**src/source/core_params.svh**
```systemverilog
`ifndef CORE_PARAMS_SVH
`define CORE_PARAMS_SVH

// datapath width in bits
`define XLEN 32

// architectural register count, x0 included
`define REG_COUNT 32

// bits needed to index one register
`define REG_ID_W 5

`endif

```
**src/source/isa_pkg.sv**
```systemverilog
package isa_pkg;

  // rv32 base word, fields in encoding order from bit 31 down
  typedef struct packed {
    logic [6:0] funct7;
    logic [4:0] rs2;
    logic [4:0] rs1;
    logic [2:0] funct3;
    logic [4:0] rd;
    logic [6:0] opcode;
  } instruction_t;

  // major opcodes this core understands
  typedef enum logic [6:0] {
    OP     = 7'b0110011,
    OP_IMM = 7'b0010011,
    LUI    = 7'b0110111
  } opcode_t;

  // funct3 values shared by register and immediate alu ops
  typedef enum logic [2:0] {
    F3_ADD_SUB = 3'b000,
    F3_SLL     = 3'b001,
    F3_SLT     = 3'b010,
    F3_SLTU    = 3'b011,
    F3_XOR     = 3'b100,
    F3_SRL_SRA = 3'b101,
    F3_OR      = 3'b110,
    F3_AND     = 3'b111
  } funct3_t;

  // funct7 bit 5, i.e. instruction bit 30, picks sub and sra
  localparam int unsigned FUNCT7_ALT_BIT = 5;

  // instruction formats, anything else is illegal
  typedef enum logic [2:0] {
    R_TYPE  = 3'd0,
    I_TYPE  = 3'd1,
    U_TYPE  = 3'd2,
    ILLEGAL = 3'd3
  } encoding_t;

  // alu operations
  typedef enum logic [3:0] {
    ALU_ADD,
    ALU_SUB,
    ALU_AND,
    ALU_OR,
    ALU_XOR,
    ALU_SHIFT_LEFT,
    ALU_SHIFT_RIGHT,
    ALU_SHIFT_RIGHT_AR,
    ALU_LESS_THAN_SIGNED,
    ALU_LESS_THAN_UNSIGNED
  } alu_op_t;

endpackage

```
**src/source/pipe_pkg.sv**
```systemverilog
`include "core_params.svh"

package pipe_pkg;

  // per-instruction control, produced in decode
  typedef struct packed {
    isa_pkg::encoding_t encoding;
    isa_pkg::alu_op_t   alu_op;
    // operand b from the immediate
    logic               alu_src;
    // low for lui, operand a is then zero
    logic               use_rs1;
    logic               reg_write;
  } control_t;

  // writeback payload
  // also what the retire port reports
  typedef struct packed {
    logic [`REG_ID_W-1:0] rd;
    logic [`XLEN-1:0]     result;
    logic                 reg_write;
  } wb_t;

endpackage

```
**src/source/pipe_ifs.sv**
```systemverilog
`timescale 1ns/1ps

`include "core_params.svh"

// decode to execute stage register
interface id_ex_if;

  // one-cycle strobe per instruction
  logic                 valid;
  pipe_pkg::control_t   control;
  logic [`REG_ID_W-1:0] rs1;
  logic [`REG_ID_W-1:0] rs2;
  logic [`XLEN-1:0]     read1_data;
  logic [`XLEN-1:0]     read2_data;
  logic [`XLEN-1:0]     immediate_data;
  logic [`REG_ID_W-1:0] rd;

  modport decode (
    output valid, control, rs1, rs2, read1_data, read2_data, immediate_data, rd
  );

  modport execute (
    input valid, control, rs1, rs2, read1_data, read2_data, immediate_data, rd
  );

endinterface

// writeback register, feeds the register file and both bypasses
interface wb_if;

  logic          valid;
  pipe_pkg::wb_t data;

  // execute owns the register
  modport source (output valid, data);
  // decode, register file write port and write-through
  modport sink (input valid, data);
  // execute reading its own result back for operand forwarding
  modport forward (input valid, data);

endinterface

```
**src/source/control.sv**
```systemverilog
`timescale 1ns/1ps

module control (
  input  isa_pkg::instruction_t instruction,
  output pipe_pkg::control_t    control
);

  // instruction bit 30
  logic alt;

  // funct3 to alu op
  // sub_sel only matters for register ops, sra_sel for both
  function automatic isa_pkg::alu_op_t alu_decode(
    input logic [2:0] funct3,
    input logic       sub_sel,
    input logic       sra_sel
  );
    isa_pkg::alu_op_t op;
    case (funct3)
      isa_pkg::F3_ADD_SUB: begin
        if (sub_sel) begin
          op = isa_pkg::ALU_SUB;
        end else begin
          op = isa_pkg::ALU_ADD;
        end
      end
      isa_pkg::F3_SLL:  op = isa_pkg::ALU_SHIFT_LEFT;
      isa_pkg::F3_SLT:  op = isa_pkg::ALU_LESS_THAN_SIGNED;
      isa_pkg::F3_SLTU: op = isa_pkg::ALU_LESS_THAN_UNSIGNED;
      isa_pkg::F3_XOR:  op = isa_pkg::ALU_XOR;
      isa_pkg::F3_SRL_SRA: begin
        if (sra_sel) begin
          op = isa_pkg::ALU_SHIFT_RIGHT_AR;
        end else begin
          op = isa_pkg::ALU_SHIFT_RIGHT;
        end
      end
      isa_pkg::F3_OR:   op = isa_pkg::ALU_OR;
      default:          op = isa_pkg::ALU_AND;
    endcase
    return op;
  endfunction

  assign alt = instruction.funct7[isa_pkg::FUNCT7_ALT_BIT];

  always_comb begin
    // safe default, no write
    control          = '0;
    control.encoding = isa_pkg::ILLEGAL;
    control.alu_op   = isa_pkg::ALU_ADD;
    case (instruction.opcode)
      isa_pkg::OP: begin
        control.encoding  = isa_pkg::R_TYPE;
        control.alu_op    = alu_decode(instruction.funct3, alt, alt);
        control.use_rs1   = 1'b1;
        control.reg_write = 1'b1;
      end
      isa_pkg::OP_IMM: begin
        // no subi, bit 30 is part of the immediate except for srai
        control.encoding  = isa_pkg::I_TYPE;
        control.alu_op    = alu_decode(instruction.funct3, 1'b0, alt);
        control.alu_src   = 1'b1;
        control.use_rs1   = 1'b1;
        control.reg_write = 1'b1;
      end
      isa_pkg::LUI: begin
        // zero plus upper immediate
        control.encoding  = isa_pkg::U_TYPE;
        control.alu_op    = isa_pkg::ALU_ADD;
        control.alu_src   = 1'b1;
        control.reg_write = 1'b1;
      end
      default: begin
        // retires without touching the register file
        control.reg_write = 1'b0;
      end
    endcase
  end

endmodule

```
**src/source/imm_gen.sv**
```systemverilog
`timescale 1ns/1ps

`include "core_params.svh"

module imm_gen (
  input  isa_pkg::instruction_t instruction,
  input  isa_pkg::encoding_t    encoding,
  output logic [`XLEN-1:0]      immediate_data
);

  // i-type field, bits 31:20
  logic [11:0] imm_i;
  // u-type field, bits 31:12
  logic [19:0] imm_u;

  assign imm_i = {instruction.funct7, instruction.rs2};
  assign imm_u = {instruction.funct7, instruction.rs2, instruction.rs1, instruction.funct3};

  always_comb begin
    immediate_data = '0;
    case (encoding)
      isa_pkg::I_TYPE: begin
        // sign extend, shifts later use only the low bits
        immediate_data = {{(`XLEN-12){imm_i[11]}}, imm_i};
      end
      isa_pkg::U_TYPE: begin
        // upper field, low 12 bits stay zero
        immediate_data[31:12] = imm_u;
      end
      default: begin
        immediate_data = '0;
      end
    endcase
  end

endmodule

```
**src/source/registers.sv**
```systemverilog
`timescale 1ns/1ps

`include "core_params.svh"

module registers (
  input  logic                 clk,
  input  logic                 rst_n,
  input  logic [`REG_ID_W-1:0] read1_id,
  input  logic [`REG_ID_W-1:0] read2_id,
  input  logic                 write_en,
  input  logic [`REG_ID_W-1:0] write_id,
  input  logic [`XLEN-1:0]     write_data,
  output logic [`XLEN-1:0]     read1_data,
  output logic [`XLEN-1:0]     read2_data
);

  logic [`XLEN-1:0] regs [`REG_COUNT];

  // synchronous write, x0 never written
  always_ff @(posedge clk) begin
    if (!rst_n) begin
      for (int i = 0; i < `REG_COUNT; i++) begin
        regs[i] <= '0;
      end
    end else if (write_en && (write_id != '0)) begin
      regs[write_id] <= write_data;
    end
  end

  // combinational read ports
  assign read1_data = regs[read1_id];
  assign read2_data = regs[read2_id];

  // x0 stays zero through any write stream
  a_x0_zero: assert property (@(posedge clk) disable iff (!rst_n) regs[0] == '0)
    else $error("register x0 holds a nonzero value");

endmodule

```
**src/source/instruction_decode_stage.sv**
```systemverilog
`timescale 1ns/1ps

`include "core_params.svh"

module instruction_decode_stage (
  input  logic                  clk,
  input  logic                  rst_n,
  input  logic                  instr_valid,
  input  isa_pkg::instruction_t instr,
  wb_if.sink                    wb,
  id_ex_if.decode               id_ex
);

  // instruction register
  isa_pkg::instruction_t instr_q;
  logic                  instr_valid_q;

  // decoded fields of the held word
  pipe_pkg::control_t   ctrl;
  pipe_pkg::control_t   issue_ctrl;
  logic [`XLEN-1:0]     imm;
  logic [`REG_ID_W-1:0] rs1;
  logic [`REG_ID_W-1:0] rs2;

  // register file reads, before and after write-through
  logic [`XLEN-1:0] reg_read1;
  logic [`XLEN-1:0] reg_read2;
  logic [`XLEN-1:0] read1_bypassed;
  logic [`XLEN-1:0] read2_bypassed;

  // writeback actually writes this cycle
  logic wb_write;

  // capture the incoming word
  always_ff @(posedge clk) begin
    if (!rst_n) begin
      instr_valid_q <= 1'b0;
    end else begin
      instr_valid_q <= instr_valid;
    end
  end

  always_ff @(posedge clk) begin
    instr_q <= instr;
  end

  assign rs1 = instr_q.rs1;
  assign rs2 = instr_q.rs2;

  control control_inst (
    .instruction(instr_q),
    .control    (ctrl)
  );

  imm_gen imm_gen_inst (
    .instruction   (instr_q),
    .encoding      (ctrl.encoding),
    .immediate_data(imm)
  );

  assign wb_write = wb.valid && wb.data.reg_write;

  registers registers_inst (
    .clk       (clk),
    .rst_n     (rst_n),
    .read1_id  (rs1),
    .read2_id  (rs2),
    .write_en  (wb_write),
    .write_id  (wb.data.rd),
    .write_data(wb.data.result),
    .read1_data(reg_read1),
    .read2_data(reg_read2)
  );

  // write-through, the producer two ahead is being written right now
  always_comb begin
    read1_bypassed = reg_read1;
    read2_bypassed = reg_read2;
    if (wb_write && (wb.data.rd == rs1) && (rs1 != '0)) begin
      read1_bypassed = wb.data.result;
    end
    if (wb_write && (wb.data.rd == rs2) && (rs2 != '0)) begin
      read2_bypassed = wb.data.result;
    end
  end

  // rd of zero never writes, so later stages can trust reg_write
  always_comb begin
    issue_ctrl           = ctrl;
    issue_ctrl.reg_write = ctrl.reg_write && (instr_q.rd != '0);
  end

  // id_ex register
  always_ff @(posedge clk) begin
    if (!rst_n) begin
      id_ex.valid <= 1'b0;
    end else begin
      id_ex.valid <= instr_valid_q;
    end
  end

  always_ff @(posedge clk) begin
    id_ex.control        <= issue_ctrl;
    id_ex.rs1            <= rs1;
    id_ex.rs2            <= rs2;
    id_ex.read1_data     <= read1_bypassed;
    id_ex.read2_data     <= read2_bypassed;
    id_ex.immediate_data <= imm;
    id_ex.rd             <= instr_q.rd;
  end

  // whatever the word held, execute only ever sees a known format
  a_encoding_known: assert property (@(posedge clk) disable iff (!rst_n)
    id_ex.valid |-> id_ex.control.encoding inside
      {isa_pkg::R_TYPE, isa_pkg::I_TYPE, isa_pkg::U_TYPE, isa_pkg::ILLEGAL})
    else $error("id_ex carries an unknown encoding");

endmodule

```
**src/source/execute_stage.sv**
```systemverilog
`timescale 1ns/1ps

`include "core_params.svh"

module execute_stage (
  input  logic      clk,
  input  logic      rst_n,
  id_ex_if.execute  id_ex,
  wb_if.source      wb,
  wb_if.forward     fwd
);

  localparam int SHAMT_W = $clog2(`XLEN);

  // forward hits from the writeback register
  logic fwd1;
  logic fwd2;

  // register operands after forwarding
  logic [`XLEN-1:0] rs1_value;
  logic [`XLEN-1:0] rs2_value;

  // alu inputs and output
  logic [`XLEN-1:0]   operand_a;
  logic [`XLEN-1:0]   operand_b;
  logic [SHAMT_W-1:0] shamt;
  logic [`XLEN-1:0]   alu_result;

  // previous instruction wrote the register we read
  assign fwd1 = fwd.valid && fwd.data.reg_write && (fwd.data.rd == id_ex.rs1)
                && (id_ex.rs1 != '0);
  assign fwd2 = fwd.valid && fwd.data.reg_write && (fwd.data.rd == id_ex.rs2)
                && (id_ex.rs2 != '0);

  assign rs1_value = fwd1 ? fwd.data.result : id_ex.read1_data;
  assign rs2_value = fwd2 ? fwd.data.result : id_ex.read2_data;

  // lui adds to zero
  assign operand_a = id_ex.control.use_rs1 ? rs1_value : '0;
  assign operand_b = id_ex.control.alu_src ? id_ex.immediate_data : rs2_value;

  // shift amount, also the shamt field of the immediate forms
  assign shamt = operand_b[SHAMT_W-1:0];

  always_comb begin
    alu_result = '0;
    case (id_ex.control.alu_op)
      isa_pkg::ALU_ADD:            alu_result = operand_a + operand_b;
      isa_pkg::ALU_SUB:            alu_result = operand_a - operand_b;
      isa_pkg::ALU_AND:            alu_result = operand_a & operand_b;
      isa_pkg::ALU_OR:             alu_result = operand_a | operand_b;
      isa_pkg::ALU_XOR:            alu_result = operand_a ^ operand_b;
      isa_pkg::ALU_SHIFT_LEFT:     alu_result = operand_a << shamt;
      isa_pkg::ALU_SHIFT_RIGHT:    alu_result = operand_a >> shamt;
      // sign bit fills from the left
      isa_pkg::ALU_SHIFT_RIGHT_AR: alu_result = $signed(operand_a) >>> shamt;
      isa_pkg::ALU_LESS_THAN_SIGNED: begin
        alu_result[0] = $signed(operand_a) < $signed(operand_b);
      end
      isa_pkg::ALU_LESS_THAN_UNSIGNED: begin
        alu_result[0] = operand_a < operand_b;
      end
      default: alu_result = '0;
    endcase
  end

  // writeback register
  always_ff @(posedge clk) begin
    if (!rst_n) begin
      wb.valid <= 1'b0;
    end else begin
      wb.valid <= id_ex.valid;
    end
  end

  // write flag follows valid so idle slots never write
  always_ff @(posedge clk) begin
    wb.data.rd        <= id_ex.rd;
    wb.data.result    <= alu_result;
    wb.data.reg_write <= id_ex.valid && id_ex.control.reg_write;
  end

  // decode drops writes toward x0 before they get here
  a_no_x0_write: assert property (@(posedge clk) disable iff (!rst_n)
    (id_ex.valid && id_ex.control.reg_write) |-> (id_ex.rd != '0))
    else $error("write toward x0 reached execute");

endmodule

```
**src/source/core_pipeline.sv**
```systemverilog
`timescale 1ns/1ps

`include "core_params.svh"

module core_pipeline (
  input  logic                 clk,
  input  logic                 rst_n,
  input  logic                 instr_valid,
  input  logic [31:0]          instr,
  output logic                 retire_valid,
  output logic [`REG_ID_W-1:0] retire_rd,
  output logic [`XLEN-1:0]     retire_result,
  output logic                 retire_write
);

  // stage links
  id_ex_if id_ex ();
  wb_if    wb ();

  instruction_decode_stage decode_inst (
    .clk        (clk),
    .rst_n      (rst_n),
    .instr_valid(instr_valid),
    .instr      (isa_pkg::instruction_t'(instr)),
    .wb         (wb.sink),
    .id_ex      (id_ex.decode)
  );

  // execute drives wb and reads it back for forwarding
  execute_stage execute_inst (
    .clk  (clk),
    .rst_n(rst_n),
    .id_ex(id_ex.execute),
    .wb   (wb.source),
    .fwd  (wb.forward)
  );

  // retire port is the writeback register as seen from outside
  assign retire_valid  = wb.valid;
  assign retire_rd     = wb.data.rd;
  assign retire_result = wb.data.result;
  assign retire_write  = wb.data.reg_write;

endmodule

```
**config.mk**
```make
export PLATFORM = sky130hd
export DESIGN_NAME = core_pipeline
export DESIGN_NICKNAME = d
export VERILOG_FILES = /design/src/source/isa_pkg.sv /design/src/source/pipe_pkg.sv /design/src/source/pipe_ifs.sv /design/src/source/control.sv /design/src/source/imm_gen.sv /design/src/source/registers.sv /design/src/source/instruction_decode_stage.sv /design/src/source/execute_stage.sv /design/src/source/core_pipeline.sv
export VERILOG_INCLUDE_DIRS = /design/src /design/src/source
export SDC_FILE = /design/constraint.sdc
export NUM_CORES = 2
export LEC_CHECK = 0
export BUFFER_PORTS_ARGS = -buffer_cell sky130_fd_sc_hd__buf_2
export CORE_MARGIN = 4
export CORE_UTILIZATION = 55
export DETAILED_ROUTE_END_ITERATION = 12
export GPL_TIMING_DRIVEN = 0
export MAX_ROUTING_LAYER = met4
export PLACE_DENSITY = 0.8
export SKIP_CTS_REPAIR_TIMING = 1
export SLEW_MARGIN = 40
export SYNTH_ARGS = -nofsm -noshare
export SYNTH_HDL_FRONTEND = slang
export SYNTH_SLANG_ARGS = --single-unit
export TNS_END_PERCENT = 5
```
**constraint.sdc**
```tcl
create_clock -name clk -period 13.42 [get_ports clk]
set_input_delay 0.671 -clock clk [delete_from_list [all_inputs] [get_ports clk]]
set_output_delay 0.671 -clock clk [all_outputs]
set_load 0.005 [all_outputs]
```
==> results.md <==
* Fin. Hold Viols at 2
* Commonest non-fill, non-tap cell in the layout: edfxtp_1
* Setup Viol. Count Final at 0
* Fin crit share at 64.8%
* Die ar. at 0.131 mm^2
* Layout cells sized above 1 at 23.8%
* Sw Pwr at 2.89 mW
* Number of synthesized flops with an enable pin at 1024
* Worst-path clk slew at 0.06 ns
* Worst path required time at 14.02 ns
* Seq pwr share at 45.2%
* Hold WS at -0.00186 ns
* WS Path Type: flop to flop
* Routability congestion estimate at 1.06
* Area of the multi-input gates at 0.0329 mm^2
* Final TNS setup at 0 ns
* Area Growth Syn to Fin at 14.1%
* Seq/Total Area, Yosys at 50.1%
* CTS root buffer: clkbuf_16
* CP Capture Type: flop
* Final Total Pwr at 9.84 mW
* FF+latch count, synth at 1215
* H-tree levels at 4
* Netlist Area Pre-Place at 0.0690 mm^2
* Hold Crit Class: primary input to flop
* Commonest non-fill, non-tap cells in the layout: 1024 x edfxtp_1, 953 x and2_1, 648 x mux4_2, 342 x clkbuf_1, 251 x nand2_1
* Combinational power share at 16.2%
* Initial antenna violation count at 31
* Arr. time, crit path at 9.29 ns
* ANT nets after route at 0
* RSZ-0062 raised after global routing: no
* First-pass GRT wire length at 399 mm
* Failing checks: hold timing
* Residual DRC count at 0
* Register area at 0.0346 mm^2
* Startpoint types: flop
* Cells after synthesis at 5156
* Final setup margin at 4.73 ns
* Net Sw Frac at 29.4%
* Starting density of the core at 55.6%
* Congestion Overflow GR at 0
* Post-Layout Inst Area at 0.0787 mm^2
* Largest net degree at the start of global routing at 28
* Area of the core at 0.124 mm^2
* Max VDD drop at 127 uV
* Number of port buffers at 73
* # rows at 129
* Average size of a mapped cell at 13.4 um^2
* Skew final at 0.0523 ns
* Cell Area, Placed at 0.0740 mm^2
* DR vias at 52900
* CTS sink count at 1215
* Crit path time final at 8.69 ns
* Nets@finish at 5652
* Die width at 362 um
* HPWL after detailed placement at 214 mm
* P_int at 6.95 mW
* GRT Overall Usage at 45.2%
* DRT Pass-1 Iters at 8
* IO Pins at 74
* Routed len/inst at 39.6 um
* Status: finished with violations
* Worst Tran Pin Value at 1.03 ns
* CP max FO at 10
* Vias per inst at 7.26
* TritonCTS clock tree: yes
* Ys flop type: edfxtp_1
* Fill count at 8671
* CTS Buffer Depth at 3
* Fmax at 115 MHz
* Total leakage power at 28.7 nW
* Initial drt markers at 9557
* Clk pwr share at 38.5%
* Placement Setup Slack at 5.16 ns
* CTS buffer count at 131
* Chip height at 362 um
* Power per Cell Area at 125 mW/mm^2
* Synth Warn # at 0
* Clock Latency Late Sink at 0.80 ns
* Max_cap viols at 0
* Number of global-route vias before repair at 52700
* Final Slew Violations at 0
* Total wire length at 289 mm
* Worst relative slew slack at 31.0%
* Yosys cell types at 92
* Synth async-reset ratio at 0%
[power groups by stage]
stage | Clock [mW] | Sequential, mW | Combinational (mW)
2_1_floorplan | 0 | 4.41 | 0.866
5_1_grt | 3.92 | 4.45 | 1.63
4_1_cts | 3.75 | 4.43 | 1.52
6_report | 3.79 | 4.45 | 1.60
3_5_place_dp | 0 | 4.50 | 1.51
3_3_place_gp | 0 | 4.52 | 1.43
[cell type report]
cell class	count	share of cell area [%]
flip-flops and latches	1215	43.9
multi-input cells	3354	41.8
clock buffers	168	4.55
plain buffers	510	2.79
repair buffers	189	2.66
well taps	1637	2.60
clock inverters	67	1.03
inverters	108	0.520
diodes	33	0.105
[registers in the layout, indices dropped and copies added (netlist names), 5 cells and up]
register,flops
decode_inst.rs2,5
decode_inst.id_ex.control,7
decode_inst.id_ex.rs2,5
decode_inst.id_ex.rs1,5
decode_inst.id_ex.read1_data,32
execute_inst.wb.data,38
decode_inst.instr_q,22
decode_inst.id_ex.rd,5
decode_inst.rs1,5
decode_inst.id_ex.read2_data,32
decode_inst.registers_inst.regs,1024
decode_inst.id_ex.immediate_data,32
[final timing paths]
kind                            start                  endpoint  slack [ns]  cells after the start
max          execute_inst.wb.data[35]  execute_inst.wb.data[32]        4.73                     18
min                         instr[19]        decode_inst.rs1[4]      -0.002                      1
max reg2reg  execute_inst.wb.data[35]  execute_inst.wb.data[32]        4.73                     18
min reg2reg   decode_inst.id_ex.rd[0]  execute_inst.wb.data[33]        0.33                      0
[worst max-delay path, cell delays in order (launching register included)]
cell and delay, ns:
dfxtp_1 0.80, buf_2 0.35, xnor2_1 0.14, nand3_1 0.28, nor3_2 0.60, buf_4 0.46
buf_4 0.44, mux2i_2 0.82, ha_1 0.48, nor3_1 0.31, nor4b_1 0.78, nand2_1 0.27
a2111oi_2 0.72, o41ai_2 0.24, o31ai_1 0.71, a311oi_1 0.28, a221oi_1 0.30, o2bb2ai_1 0.33
o2111ai_1 0.20
[synth_stat cells (16+ instances only)]
cell type / count / share of area [%]
o22ai_1: 21 / 0.19
and2_1: 953 / 8.6
a221oi_1: 24 / 0.30
o211ai_1: 35 / 0.38
nor2_1: 216 / 1.2
nor3_1: 90 / 0.65
edfxtp_1: 1024 / 45
buf_1: 67 / 0.36
xnor2_1: 16 / 0.20
clkbuf_1: 405 / 2.2
ha_1: 106 / 1.9
buf_2: 24 / 0.17
a21o_1: 22 / 0.24
o21ai_0: 137 / 0.99
nand4_1: 20 / 0.18
nand2_1: 251 / 1.4
mux2_2: 21 / 0.34
dfxtp_1: 191 / 5.5
a211oi_1: 27 / 0.29
inv_1: 105 / 0.57
mux2i_1: 241 / 3.5
mux4_2: 648 / 21
a21oi_1: 195 / 1.4
nand3_1: 33 / 0.24
[metrics by stage]
stage,hold slack [ns],instances,util [%]
CTS,-0.0426,7229,63.2
global route,0.000513,7274,63.4
detailed placement,0.312,6994,59.6
finish,-0.00186,7281,63.4
global placement,0.315,6897,57.6
floorplan,0.310,5187,-
[kinds of logic (layout without fill, tap and decap cells)]
family | count (synthesis) | after routing | share of synthesized area, %
DFF | 1215 | 1215 | 50.1
muxes | 915 | 915 | 25.1
xor gates and xnor gates | 23 | 23 | 0.292
buffers and inverters | 618 | 1042 | 3.51
AOI/OAI and AO/OA | 634 | 634 | 5.97
adders and majority gates | 108 | 108 | 1.98
other | 1 | 65 | 0.00544
and+or+nand+nor | 1642 | 1642 | 13.0
[metal layers]
layer / part of all wire, % / vias to the layer above / global-route usage, %
met4: 10 / 0 / 34.5
met2: 45 / 5039 / 68.1
li1: - / 20400 / -
met1: 31 / 25800 / 49.0
met3: 14 / 1655 / 16.5
met5: 0 / - / -
(Power assumes the default switching activity.)
